`config.mk`:
```
export PLATFORM = sky130hd
export DESIGN_NAME = clint
export DESIGN_NICKNAME = d
export VERILOG_FILES = /design/src/source/clint_pkg.sv /design/src/source/clint_axi_fsm.sv /design/src/source/clint_mtime.sv /design/src/source/clint_regs.sv /design/src/source/clint.sv
export SDC_FILE = /design/constraint.sdc
export NUM_CORES = 1
export LEC_CHECK = 0
export BUFFER_PORTS_ARGS = -buffer_cell sky130_fd_sc_hd__buf_4
export CORE_MARGIN = 2
export CORE_UTILIZATION = 55
export CTS_BUF_LIST = sky130_fd_sc_hd__clkbuf_16
export DETAILED_ROUTE_END_ITERATION = 7
export GPL_ROUTABILITY_DRIVEN = 0
export PLACE_DENSITY = 0.89
export SYNTH_ARGS = -nofsm -noshare
export SYNTH_HDL_FRONTEND = slang
export SYNTH_SLANG_ARGS = --single-unit
```
`constraint.sdc`:
```
create_clock -name clock -period 3.1 [get_ports clock]
set_clock_uncertainty 0.2 [all_clocks]
set_input_delay 0.465 -clock clock [delete_from_list [all_inputs] [get_ports clock]]
set_output_delay 0.465 -clock clock [all_outputs]
set_load 0.02 [all_outputs]
```
`src/source/clint_pkg.sv`:
```
package clint_pkg;

    // bus state machine
    typedef enum logic [1:0] {
        IDLE,
        READ_RESP,
        WRITE_DATA,
        WRITE_RESP
    } fsm_state_e;

    // register selected by the decoded address
    typedef enum logic [2:0] {
        SEL_MSIP,
        SEL_CMP_LO,
        SEL_CMP_HI,
        SEL_TIME_LO,
        SEL_TIME_HI,
        SEL_NONE
    } reg_sel_e;

    // offsets within the CLINT window, address bits 15:0
    localparam logic [15:0] ADDR_MSIP    = 16'h0000;
    localparam logic [15:0] ADDR_CMP_LO  = 16'h4000;
    localparam logic [15:0] ADDR_CMP_HI  = 16'h4004;
    localparam logic [15:0] ADDR_TIME_LO = 16'hBFF8;
    localparam logic [15:0] ADDR_TIME_HI = 16'hBFFC;

    localparam logic [1:0] RESP_OKAY   = 2'b00;
    localparam logic [1:0] RESP_SLVERR = 2'b10;

    function automatic reg_sel_e decode_addr(input logic [15:0] offset);
        reg_sel_e sel;
        case (offset)
            ADDR_MSIP:    sel = SEL_MSIP;
            ADDR_CMP_LO:  sel = SEL_CMP_LO;
            ADDR_CMP_HI:  sel = SEL_CMP_HI;
            ADDR_TIME_LO: sel = SEL_TIME_LO;
            ADDR_TIME_HI: sel = SEL_TIME_HI;
            default:      sel = SEL_NONE;
        endcase
        return sel;
    endfunction

    // replace the strobed bytes of a word
    function automatic logic [31:0] strobe_merge(
        input logic [31:0] old_word,
        input logic [31:0] new_word,
        input logic [3:0]  strb
    );
        logic [31:0] merged;
        int          i;
        merged = old_word;
        for (i = 0; i < 4; i++)
        begin
            if (strb[i])
            begin
                merged[8*i +: 8] = new_word[8*i +: 8];
            end
        end
        return merged;
    endfunction

endpackage

```
`src/source/clint_axi_fsm.sv`:
```
module clint_axi_fsm (
    input  logic                clock,
    input  logic                S_AXI_ARESETN,
    // read address
    input  logic [31:0]         s_axi_araddr,
    input  logic                s_axi_arvalid,
    input  logic [3:0]          s_axi_arid,
    output logic                s_axi_arready,
    // read data
    input  logic                s_axi_rready,
    output logic [31:0]         s_axi_rdata,
    output logic [1:0]          s_axi_rresp,
    output logic                s_axi_rvalid,
    output logic [3:0]          s_axi_rid,
    // write address
    input  logic [31:0]         s_axi_awaddr,
    input  logic                s_axi_awvalid,
    input  logic [3:0]          s_axi_awid,
    output logic                s_axi_awready,
    // write data
    input  logic [31:0]         s_axi_wdata,
    input  logic [3:0]          s_axi_wstrb,
    input  logic                s_axi_wvalid,
    output logic                s_axi_wready,
    // write response
    input  logic                s_axi_bready,
    output logic [1:0]          s_axi_bresp,
    output logic                s_axi_bvalid,
    output logic [3:0]          s_axi_bid,
    // register side
    input  logic [31:0]         reg_rdata,
    output logic                reg_wr,
    output clint_pkg::reg_sel_e reg_sel,
    output logic [31:0]         reg_wdata,
    output logic [3:0]          reg_wstrb
);

    clint_pkg::fsm_state_e state;
    logic                  active;
    logic                  ar_hs;
    logic                  aw_hs;
    logic                  w_hs;
    logic [1:0]            resp;
    logic [3:0]            id_q;
    logic [31:0]           rdata_q;

    // active stays low through reset so no ready is raised early
    assign s_axi_awready = active && (state == clint_pkg::IDLE);
    // writes win over a read offered in the same cycle
    assign s_axi_arready = s_axi_awready && !s_axi_awvalid;
    assign s_axi_wready  = (state == clint_pkg::WRITE_DATA);

    assign ar_hs = s_axi_arvalid && s_axi_arready;
    assign aw_hs = s_axi_awvalid && s_axi_awready;
    assign w_hs  = s_axi_wvalid && s_axi_wready;

    assign resp = (reg_sel == clint_pkg::SEL_NONE) ? clint_pkg::RESP_SLVERR
                                                   : clint_pkg::RESP_OKAY;

    assign s_axi_rresp = resp;
    assign s_axi_bresp = resp;
    assign s_axi_rid   = id_q;
    assign s_axi_bid   = id_q;
    assign s_axi_rdata = rdata_q;

    always_ff @(posedge clock or negedge S_AXI_ARESETN)
    begin
        if (!S_AXI_ARESETN)
        begin
            state        <= clint_pkg::IDLE;
            active       <= 1'b0;
            s_axi_rvalid <= 1'b0;
            s_axi_bvalid <= 1'b0;
            reg_wr       <= 1'b0;
            reg_sel      <= clint_pkg::SEL_NONE;
        end
        else
        begin
            active <= 1'b1;
            // unmapped writes never reach the registers
            reg_wr <= w_hs && (reg_sel != clint_pkg::SEL_NONE);
            case (state)
                clint_pkg::IDLE:
                begin
                    if (aw_hs)
                    begin
                        state   <= clint_pkg::WRITE_DATA;
                        reg_sel <= clint_pkg::decode_addr(s_axi_awaddr[15:0]);
                    end
                    else if (ar_hs)
                    begin
                        state   <= clint_pkg::READ_RESP;
                        reg_sel <= clint_pkg::decode_addr(s_axi_araddr[15:0]);
                    end
                end
                clint_pkg::READ_RESP:
                begin
                    // first cycle samples the register and raises rvalid
                    if (!s_axi_rvalid)
                    begin
                        s_axi_rvalid <= 1'b1;
                    end
                    else if (s_axi_rready)
                    begin
                        s_axi_rvalid <= 1'b0;
                        state        <= clint_pkg::IDLE;
                    end
                end
                clint_pkg::WRITE_DATA:
                begin
                    if (w_hs)
                    begin
                        state <= clint_pkg::WRITE_RESP;
                    end
                end
                clint_pkg::WRITE_RESP:
                begin
                    // bvalid lines up with the register update
                    if (!s_axi_bvalid)
                    begin
                        s_axi_bvalid <= 1'b1;
                    end
                    else if (s_axi_bready)
                    begin
                        s_axi_bvalid <= 1'b0;
                        state        <= clint_pkg::IDLE;
                    end
                end
                default:
                begin
                    state <= clint_pkg::IDLE;
                end
            endcase
        end
    end

    always_ff @(posedge clock)
    begin
        if (aw_hs)
        begin
            id_q <= s_axi_awid;
        end
        else if (ar_hs)
        begin
            id_q <= s_axi_arid;
        end
        if ((state == clint_pkg::READ_RESP) && !s_axi_rvalid)
        begin
            rdata_q <= (reg_sel == clint_pkg::SEL_NONE) ? 32'h0 : reg_rdata;
        end
        if (w_hs)
        begin
            reg_wdata <= s_axi_wdata;
            reg_wstrb <= s_axi_wstrb;
        end
    end

endmodule

```
`src/source/clint_mtime.sv`:
```
module clint_mtime #(
    parameter int TICK_DIV = 4
) (
    input  logic                clock,
    input  logic                S_AXI_ARESETN,
    input  logic                reg_wr,
    input  clint_pkg::reg_sel_e reg_sel,
    input  logic [31:0]         reg_wdata,
    input  logic [3:0]          reg_wstrb,
    output logic [63:0]         mtime
);

    localparam int PW = (TICK_DIV > 1) ? $clog2(TICK_DIV) : 1;

    logic [PW-1:0] presc;
    logic          tick;
    logic          wr_lo;
    logic          wr_hi;

    assign tick  = (presc == PW'(TICK_DIV - 1));
    assign wr_lo = reg_wr && (reg_sel == clint_pkg::SEL_TIME_LO);
    assign wr_hi = reg_wr && (reg_sel == clint_pkg::SEL_TIME_HI);

    always_ff @(posedge clock or negedge S_AXI_ARESETN)
    begin
        if (!S_AXI_ARESETN)
        begin
            presc <= '0;
            mtime <= 64'h0;
        end
        else if (wr_lo)
        begin
            // a load restarts the prescaler and skips this tick
            presc        <= '0;
            mtime[31:0]  <= clint_pkg::strobe_merge(mtime[31:0], reg_wdata, reg_wstrb);
        end
        else if (wr_hi)
        begin
            presc        <= '0;
            mtime[63:32] <= clint_pkg::strobe_merge(mtime[63:32], reg_wdata, reg_wstrb);
        end
        else if (tick)
        begin
            presc <= '0;
            mtime <= mtime + 64'd1;
        end
        else
        begin
            presc <= presc + 1'b1;
        end
    end

endmodule

```
`src/source/clint_regs.sv`:
```
module clint_regs (
    input  logic                clock,
    input  logic                S_AXI_ARESETN,
    input  logic                reg_wr,
    input  clint_pkg::reg_sel_e reg_sel,
    input  logic [31:0]         reg_wdata,
    input  logic [3:0]          reg_wstrb,
    input  logic [63:0]         mtime,
    output logic [31:0]         reg_rdata,
    output logic                timer_irq,
    output logic                soft_irq
);

    logic        msip;
    logic [63:0] mtimecmp;
    logic [31:0] cmp_lo_next;
    logic [31:0] cmp_hi_next;

    assign cmp_lo_next = clint_pkg::strobe_merge(mtimecmp[31:0], reg_wdata, reg_wstrb);
    assign cmp_hi_next = clint_pkg::strobe_merge(mtimecmp[63:32], reg_wdata, reg_wstrb);

    always_ff @(posedge clock or negedge S_AXI_ARESETN)
    begin
        if (!S_AXI_ARESETN)
        begin
            msip     <= 1'b0;
            // all ones keeps the timer interrupt quiet until software sets it
            mtimecmp <= '1;
        end
        else if (reg_wr)
        begin
            case (reg_sel)
                clint_pkg::SEL_MSIP:
                begin
                    // only byte 0 carries the msip bit
                    if (reg_wstrb[0])
                    begin
                        msip <= reg_wdata[0];
                    end
                end
                clint_pkg::SEL_CMP_LO: mtimecmp[31:0]  <= cmp_lo_next;
                clint_pkg::SEL_CMP_HI: mtimecmp[63:32] <= cmp_hi_next;
                default:
                begin
                end
            endcase
        end
    end

    always_ff @(posedge clock or negedge S_AXI_ARESETN)
    begin
        if (!S_AXI_ARESETN)
        begin
            timer_irq <= 1'b0;
            soft_irq  <= 1'b0;
        end
        else
        begin
            timer_irq <= (mtime >= mtimecmp);
            soft_irq  <= msip;
        end
    end

    // read word for the selected register
    always_comb
    begin
        case (reg_sel)
            clint_pkg::SEL_MSIP:    reg_rdata = {31'h0, msip};
            clint_pkg::SEL_CMP_LO:  reg_rdata = mtimecmp[31:0];
            clint_pkg::SEL_CMP_HI:  reg_rdata = mtimecmp[63:32];
            clint_pkg::SEL_TIME_LO: reg_rdata = mtime[31:0];
            clint_pkg::SEL_TIME_HI: reg_rdata = mtime[63:32];
            clint_pkg::SEL_NONE:    reg_rdata = 32'h0;
            default:                reg_rdata = 32'h0;
        endcase
    end

endmodule

```
`src/source/clint.sv`:
```
module clint #(
    parameter int TICK_DIV = 4
) (
    input  logic        clock,
    input  logic        S_AXI_ARESETN,
    // read address channel
    input  logic [31:0] s_axi_araddr,
    input  logic        s_axi_arvalid,
    output logic        s_axi_arready,
    input  logic [3:0]  s_axi_arid,
    input  logic [7:0]  s_axi_arlen,
    input  logic [2:0]  s_axi_arsize,
    input  logic [1:0]  s_axi_arburst,
    // read data channel
    output logic [31:0] s_axi_rdata,
    output logic [1:0]  s_axi_rresp,
    output logic        s_axi_rvalid,
    input  logic        s_axi_rready,
    output logic        s_axi_rlast,
    output logic [3:0]  s_axi_rid,
    // write address channel
    input  logic [31:0] s_axi_awaddr,
    input  logic        s_axi_awvalid,
    output logic        s_axi_awready,
    input  logic [3:0]  s_axi_awid,
    input  logic [7:0]  s_axi_awlen,
    input  logic [2:0]  s_axi_awsize,
    input  logic [1:0]  s_axi_awburst,
    // write data channel
    input  logic [31:0] s_axi_wdata,
    input  logic [3:0]  s_axi_wstrb,
    input  logic        s_axi_wvalid,
    input  logic        s_axi_wlast,
    output logic        s_axi_wready,
    // write response channel
    output logic [1:0]  s_axi_bresp,
    output logic        s_axi_bvalid,
    input  logic        s_axi_bready,
    output logic [3:0]  s_axi_bid,
    // to the hart
    output logic        timer_irq,
    output logic        soft_irq
);

    logic                reg_wr;
    clint_pkg::reg_sel_e reg_sel;
    logic [31:0]         reg_wdata;
    logic [3:0]          reg_wstrb;
    logic [31:0]         reg_rdata;
    logic [63:0]         mtime;

    // every access is a single beat
    assign s_axi_rlast = 1'b1;

    clint_axi_fsm fsm_i (
        .clock         (clock),
        .S_AXI_ARESETN (S_AXI_ARESETN),
        .s_axi_araddr  (s_axi_araddr),
        .s_axi_arvalid (s_axi_arvalid),
        .s_axi_arid    (s_axi_arid),
        .s_axi_arready (s_axi_arready),
        .s_axi_rready  (s_axi_rready),
        .s_axi_rdata   (s_axi_rdata),
        .s_axi_rresp   (s_axi_rresp),
        .s_axi_rvalid  (s_axi_rvalid),
        .s_axi_rid     (s_axi_rid),
        .s_axi_awaddr  (s_axi_awaddr),
        .s_axi_awvalid (s_axi_awvalid),
        .s_axi_awid    (s_axi_awid),
        .s_axi_awready (s_axi_awready),
        .s_axi_wdata   (s_axi_wdata),
        .s_axi_wstrb   (s_axi_wstrb),
        .s_axi_wvalid  (s_axi_wvalid),
        .s_axi_wready  (s_axi_wready),
        .s_axi_bready  (s_axi_bready),
        .s_axi_bresp   (s_axi_bresp),
        .s_axi_bvalid  (s_axi_bvalid),
        .s_axi_bid     (s_axi_bid),
        .reg_rdata     (reg_rdata),
        .reg_wr        (reg_wr),
        .reg_sel       (reg_sel),
        .reg_wdata     (reg_wdata),
        .reg_wstrb     (reg_wstrb)
    );

    clint_mtime #(
        .TICK_DIV (TICK_DIV)
    ) mtime_i (
        .clock         (clock),
        .S_AXI_ARESETN (S_AXI_ARESETN),
        .reg_wr        (reg_wr),
        .reg_sel       (reg_sel),
        .reg_wdata     (reg_wdata),
        .reg_wstrb     (reg_wstrb),
        .mtime         (mtime)
    );

    clint_regs regs_i (
        .clock         (clock),
        .S_AXI_ARESETN (S_AXI_ARESETN),
        .reg_wr        (reg_wr),
        .reg_sel       (reg_sel),
        .reg_wdata     (reg_wdata),
        .reg_wstrb     (reg_wstrb),
        .mtime         (mtime),
        .reg_rdata     (reg_rdata),
        .timer_irq     (timer_irq),
        .soft_irq      (soft_irq)
    );

endmodule

```
==> summary.txt, run 1 <==
Placement
  – Placed insts: 1598
  – Placed cell area: 13500 um^2
  – Post-DP HPWL: 22800 um
  – PortBufs: 131

GRT
  – Initial antenna violation count: 0
  – Vias in the first global route: 10.6k
  – GR Overflow Total: 0
  – Tot GR Track Use: 28.1%
  – Largest net degree at the start of global routing: 66
  – First-pass GRT wire length: 54300 um

Setup path
  – CP arrival: 3100 ps
  – Critical path capture point type: flip-flop
  – Crit Path Category: flip-flop to flip-flop
  – Critical Path RT: 3330 ps
  – R2R Setup Slk: 230 ps
  – CP max FO: 32
  – CP startpoint kind: flip-flop

Floorplanning
  – Die ar.: 23500 um^2
  – Die Width: 153 um
  – Io pins: 194
  – Row count: 54
  – Initial Util: 56.2%
  – Die H: 153 um
  – Core area: 21800 um^2

Timing
  – # setup viols final: 0
  – Final hold vios: 0
  – RSZ-0062 raised after global routing: no
  – F_max: 349 MHz
  – Final slew viol count: 0
  – Least-Margin Pin Slew: 1030 ps
  – Final Critical Period: 2870 ps
  – Min Hold Slack: 43.1 ps
  – Setup TNS: 0 ps
  – Period utilization: 92.4%
  – Worst relative slew slack: 30.9%

Route
  – Pre-antenna DRT Iters: 6
  – DRT iter0 DRCs: 1113
  – Routed WL per cell: 19.9 um
  – Vias per cell: 6.41
  – Vias: 10.8k
  – Antenna-violating nets left: 0
  – DRC: 0
  – Routed wire length: 33500 um

Yosys
  – Synth top area share: 17.6%
  – Top cells by area, synth: edfxtp_1, dfrtp_1, dfstp_2, ha_1, mux2_2
  – Ys async rst share: 66.4%
  – YS warnings: 0
  – Top FF cell, synth: dfrtp_1
  – Seq/Total Area, Yosys: 47.3%
  – Flops & latches, synth: 214
  – Count of cell types in the netlist: 74
  – Number of synthesized flops with an enable pin: 72
  – Average size of a mapped cell: 9.97 um^2
  – Cells after synthesis: 1229
  – Post-synth top area cell: edfxtp_1
  – Top post-synthesis cells by count: nand2_1, a21oi_1, dfrtp_1
  – Most instantiated library cell after synthesis: nand2_1
  – Cell area after synthesis: 12300 um^2

Cells and area
  – Non-Filler Instances: 1680
  – Fin area: 14700 um^2
  – # diodes: 0
  – Area growth syn-to-layout: 20.3%
  – Share of cells above drive strength 1: 24.9%
  – Core Util, Final: 67.6%
  – Nets@finish: 1590

Clock tree
  – H-tree Lvls: 1
  – Max clock buf depth: 3
  – TritonCTS clock tree: done
  – CTS Root Cell: clkbuf_16
  – Post-cts resize count: 0
  – Post-CTS setup buffers: 0
  – Clock Sinks: 214
  – Num CTS Buffers: 24
  – Reg clk slew, reported paths: 70 ps
  – Skew-Pair Late Insertion Delay: 520 ps

Pwr
  – Seq pwr share: 38.3%
  – Pint: 0.00744 W
  – Combinational Power Share: 36.7%
  – Pleak: 6.18 nW
  – Sw power: 0.00459 W
  – Pwr Density: 816 nW/um^2
  – Maximum VDD drop: 0.000420 V
  – Sw Ratio: 38.1%
  – Clk network pwr share: 25.1%

Status
  – Status: complete, no violations

Min path
  – Min-Delay Path Class: primary input to flip-flop

Flow run
  – Max cap viols: 0
==> metrics by stage <==
stage               total power, W  setup slack (ps)
global placement           0.00864               431
floorplan                  0.00724               338
global route                0.0127               144
CTS                         0.0119               316
finish                      0.0120               235
detailed placement         0.00885               358
==> worst max-delay path, cell delays in order (launching register included) <==
cell and delay (ps):
dfstp_2 670, and3b_1 220, buf_4 270, nand2_2 130, nand2_1 300, a21oi_2 620, o21ai_0 200, a22oi_1 170
==> cells by family (layout without fill, tap and decap cells) <==
group / Yosys count / count (layout) / share of synthesized area, %
simple gates: 398 / 398 / 17.0
compound gates: 347 / 347 / 18.4
flops: 214 / 214 / 47.3
buf+inv: 144 / 313 / 5.07
fa+ha+maj: 66 / 66 / 6.74
mux: 58 / 58 / 5.41
other cells: 2 / 4 / 0.0613
==> power groups by stage <==
stage	clock network [W]	logic [W]	registers, W
2_1_floorplan	0	0.00276	0.00448
3_5_place_dp	0	0.00424	0.00461
5_1_grt	0.00316	0.00480	0.00470
6_report	0.00302	0.00441	0.00460
3_3_place_gp	0	0.00407	0.00458
4_1_cts	0.00304	0.00433	0.00457
==> worst paths after layout <==
check	startpoint	end	cells past startpoint
setup / recovery	fsm_i.reg_sel[2]	mtime_i.mtime[3]	7
hold / removal	s_axi_arid[1]	fsm_i.s_axi_bid[1]	2
setup reg to reg	fsm_i.reg_sel[2]	mtime_i.mtime[3]	7
hold reg to reg	regs_i.msip	regs_i.soft_irq	0
max in group asynchronous	S_AXI_ARESETN	regs_i.mtimecmp[23]	3
min in group asynchronous	S_AXI_ARESETN	mtime_i.mtime[11]	2
==> cells in the final DEF, fill, tap and decap left out, drive strengths merged, types with 5 or more instances in the layout <==
master / count
dlygate4sd3: 38
mux2: 56
bufinv: 5
nor4: 16
a31oi: 8
edfxtp: 72
o22a: 13
a2bb2oi: 23
ha: 66
nand4: 36
inv: 79
nand2: 143
dfstp: 66
a21o: 8
o21ai: 53
nor2b: 7
and2: 11
nor3b: 7
nand3: 47
clkinv: 8
o22ai: 25
nor3: 23
o2bb2ai: 5
a22oi: 67
clkbuf: 25
and3: 20
buf: 157
or3: 7
and4: 9
a21oi: 111
dfrtp: 76
a211oi: 6
nor2: 57
==> sequential cells by signal (all words and copies together) (netlist names) <==
| signal | cells |
|---|---|
| mtime_i.mtime | 64 |
| regs_i.mtimecmp | 64 |
| fsm_i.reg_wdata | 32 |
| fsm_i.s_axi_rdata | 32 |
| fsm_i.reg_wstrb | 4 |
| fsm_i.s_axi_bid | 4 |
| fsm_i.reg_sel | 3 |
| fsm_i.state | 2 |
| mtime_i.presc | 2 |
| fsm_i.active | 1 |
| fsm_i.reg_wr | 1 |
| fsm_i.s_axi_bvalid | 1 |
| fsm_i.s_axi_rvalid | 1 |
| regs_i.msip | 1 |
| regs_i.soft_irq | 1 |
| regs_i.timer_irq | 1 |
==> layout make-up <==
type,instances,area [um^2]
clock buffer,25,626
clock inverter,19,213
fill,1581,7080
inverter,74,278
multi-input combinational,873,5890
sequential,214,5800
tap,280,350
timing repair buffer,195,1590
==> routing by layer <==
metal / vias to the layer above / track usage [%] / wire length [um]
met4: 0 / 10.9 / 1220
met1: 5101 / 37.0 / 13100
met3: 126 / 5.70 / 3300
met5: - / 0 / 0
met2: 650 / 45.9 / 15900
li1: 4900 / - / -
==> repair_timing <==
item | 4_1_cts | 5_1_grt
endpoints found under the setup margin | 0 | 0
hold buffers | 38 | 0
endpoints found under the hold margin | 59 | 0
Note: power is estimated with default switching activity, not from simulation.
==> inputs of run 2 (changes only) <==
ABC_AREA = 1   (was unset)
PLACE_DENSITY = 0.88   (was 0.89)
==> run 2 against run 1 <==
Net effect:
- register-to-register slack better by 230 ps
- non-clock buffer count decreased by 6
- fmax down 4.2%
- synthesized cell count is 41% higher
- area after synthesis rose by 8.1%
- global-route usage up 3.1 points
- critical path depth shrank 4
- largest cell class unchanged
==> summary.txt, run 2 <==
Timing
  – Final slew viol count: 0 (unchanged)
  – Least-Margin Pin Slew: 823 ps (was 1030 ps)
  – Final hold vios: 0 (unchanged)
  – Setup TNS: 0 ps (unchanged)
  – Final Worst Setup Slack: 108 ps (was 235 ps)
  – Worst relative slew slack: 45.2% (was 30.9%)
  – RSZ-0062 raised after global routing: no (unchanged)
  – Period utilization: 96.5% (was 92.4%)
  – F_max: 334 MHz (was 349 MHz)
  – Final Critical Period: 2990 ps (was 2870 ps)
  – # setup viols final: 0 (unchanged)

Cells and area
  – Area growth syn-to-layout: 18.4% (was 20.3%)
  – Register Area: 5800 um^2 (unchanged)
  – Share of cells above drive strength 1: 15.1% (was 24.9%)
  – Fillcell total: 1918 (was 1581)
  – Most frequent cells in the layout: nand2_1, inv_1, nor2_1 (was buf_4, nand2_1, a21oi_1)
  – Top flop regs: mtime_i.mtime (64), regs_i.mtimecmp (64) (unchanged)
  – # diodes: 0 (unchanged)
  – Core Util, Final: 66.7% (was 67.6%)
  – Multi-input logic area: 6270 um^2 (was 5890 um^2)
  – Nets@finish: 2101 (was 1590)
  – Commonest non-fill, non-tap cell in the layout: nand2_1 (was buf_4)

Setup path
  – Critical path capture point type: output pin (was flip-flop)
  – Critical-path cell list: inv_1 > nor3_1 > buf_4 (was and3b_1 > buf_4 > nand2_2 > nand2_1 > a21oi_2 > o21ai_0 > a22oi_1)
  – Crit path largest cell delay: 770 ps (was 670 ps)
  – CP arrival: 2330 ps (was 3100 ps)
  – R2R Setup Slk: 460 ps (was 230 ps)
  – R2R depth: 10 (was 7)
  – CP startpoint kind: flip-flop (unchanged)
  – Slowest CP cell: dfstp_2 (unchanged)
  – Crit Path Category: flip-flop to output pin (was flip-flop to flip-flop)
  – Critical Path RT: 2430 ps (was 3330 ps)
  – CP max FO: 11 (was 32)

Yosys
  – Number of synthesized flops with an enable pin: 72 (unchanged)
  – Most instantiated library cell after synthesis: nand2_1 (unchanged)
  – Cell area after synthesis: 13300 um^2 (was 12300 um^2)
  – Post-synth top area cell: edfxtp_1 (unchanged)
  – Synth top area share: 16.3% (was 17.6%)
  – Ys async rst share: 66.4% (unchanged)
  – Top cells by area, synth: edfxtp_1, dfrtp_1, nand2_1, dfstp_2, inv_1 (was edfxtp_1, dfrtp_1, dfstp_2, ha_1, mux2_2)
  – Flops & latches, synth: 214 (unchanged)
  – Seq/Total Area, Yosys: 43.8% (was 47.3%)
  – Top post-synthesis cells by count: nand2_1, inv_1, nor2_1 (was nand2_1, a21oi_1, dfrtp_1)
  – Top FF cell, synth: dfrtp_1 (unchanged)
  – YS warnings: 0 (unchanged)
  – Average size of a mapped cell: 7.67 um^2 (was 9.97 um^2)
  – Cells after synthesis: 1727 (was 1229)
  – Count of cell types in the netlist: 47 (was 74)

Route
  – DRC: 0 (unchanged)
  – Routed wire length: 39900 um (was 33500 um)
  – Vias per cell: 5.91 (was 6.41)
  – DRT iter0 DRCs: 1862 (was 1113)
  – Antenna-violating nets left: 0 (unchanged)
  – Vias: 13.2k (was 10.8k)
  – Pre-antenna DRT Iters: 8 (was 6)
  – Routed WL per cell: 17.9 um (was 19.9 um)

Pwr
  – Pwr Density: 883 nW/um^2 (was 816 nW/um^2)
  – Maximum VDD drop: 0.000609 V (was 0.000420 V)
  – Total power: 0.0139 W (was 0.0120 W)
  – Pleak: 7.00 nW (was 6.18 nW)

GRT
  – Largest net degree at the start of global routing: 77 (was 66)
  – Tot GR Track Use: 31.2% (was 28.1%)
  – GR Overflow Total: 0 (unchanged)
  – First-pass GRT wire length: 64300 um (was 54300 um)
  – Vias in the first global route: 13.0k (was 10.6k)
  – Initial antenna violation count: 0 (unchanged)

Clock tree
  – CTS Root Cell: clkbuf_16 (unchanged)
  – Skew-Pair Late Insertion Delay: 530 ps (was 520 ps)
  – H-tree Lvls: 1 (unchanged)
  – Max clock buf depth: 3 (unchanged)
  – Reg clk slew, reported paths: 60 ps (was 70 ps)
  – TritonCTS clock tree: done (unchanged)
  – Num CTS Buffers: 24 (unchanged)
  – Clock Sinks: 214 (unchanged)
  – Post-cts resize count: 0 (unchanged)

Placement
  – Post-DP HPWL: 29200 um (was 22800 um)
  – PortBufs: 131 (unchanged)
  – Pre-CTS WS: 597 ps (was 358 ps)

Status
  – Status: complete, no violations (unchanged)

Floorplanning
  – Initial Util: 56.3% (was 56.2%)
  – Io pins: 194 (unchanged)
  – Core area: 23500 um^2 (was 21800 um^2)
  – Row count: 56 (was 54)
  – Die Width: 159 um (was 153 um)
  – Die ar.: 25300 um^2 (was 23500 um^2)
  – Die H: 159 um (was 153 um)

Min path
  – Hold path cells: 3 (was 2)
  – Min-Delay Path Class: primary input to flip-flop (unchanged)

Flow run
  – Max cap viols: 0 (unchanged)
## run 2: worst paths after layout
check,start,to
setup / recovery,fsm_i.reg_sel[2],s_axi_rresp[1]
hold / removal,s_axi_arid[2],fsm_i.s_axi_bid[2]
setup reg to reg,mtime_i.mtime[1],mtime_i.mtime[40]
hold reg to reg,regs_i.msip,regs_i.soft_irq
max in group asynchronous,S_AXI_ARESETN,regs_i.mtimecmp[33]
min in group asynchronous,S_AXI_ARESETN,mtime_i.mtime[20]
## run 2: what timing repair did
item / 4_1_cts / 5_1_grt
hold buffers: 37 / 0
endpoints found under the setup margin: 0 / 0
hold endpoints to repair: 80 / 0
setup buffers: 0 / 0
## run 2: final cells by class
type | count | share of cell area (%)
multi-input cells | 1219 | 40.0
flip-flops and latches | 214 | 36.9
repair buffers | 189 | 9.82
inverters | 245 | 5.86
clock buffers | 25 | 3.99
well taps | 319 | 2.54
clock inverters | 19 | 0.885
## run 2: logic make-up after synthesis
group                    after synthesis  share of synthesized area [%]
AO/OA/AOI/OAI                        324                           14.3
XOR/XNOR                               8                          0.529
other                                  2                         0.0567
buffers and inverters                296                           9.11
AND/OR/NAND/NOR                      817                           26.0
flip-flops                           214                           43.8
adder cells (fa/ha/maj)               66                           6.23
## run 2: metal layers
metal  GRT usage (%)  vias up  wire, um
met5               0        -         0
met4            14.0        0      2130
met3            6.10      222      4310
met2            50.7      850     18200
met1            40.9     6056     15200
li1                -     6047         -
## run 2: critical path: cells and delay by family, from the launching register on
kind | cells | cell delay (ps)
simple gates | 1 | 540
buf+inv | 2 | 490
flops | 1 | 770
## run 2: per-stage QoR
stage	hold WS (ps)	area (um^2)	std cells
final	16.0	15700	2230
after global routing	15.2	15700	2230
after CTS	8.24	15700	2230
after detailed placement	192	14600	2149
after global placement	197	14600	2149
after floorplan	-30.6	13300	1729
## run 2: power by group
part           leakage (nW)  switching, W  internal (W)
logic                  4.24       0.00373       0.00207
registers              2.37       0.00111       0.00416
clock network         0.396       0.00117       0.00162
total                  7.00       0.00601       0.00785
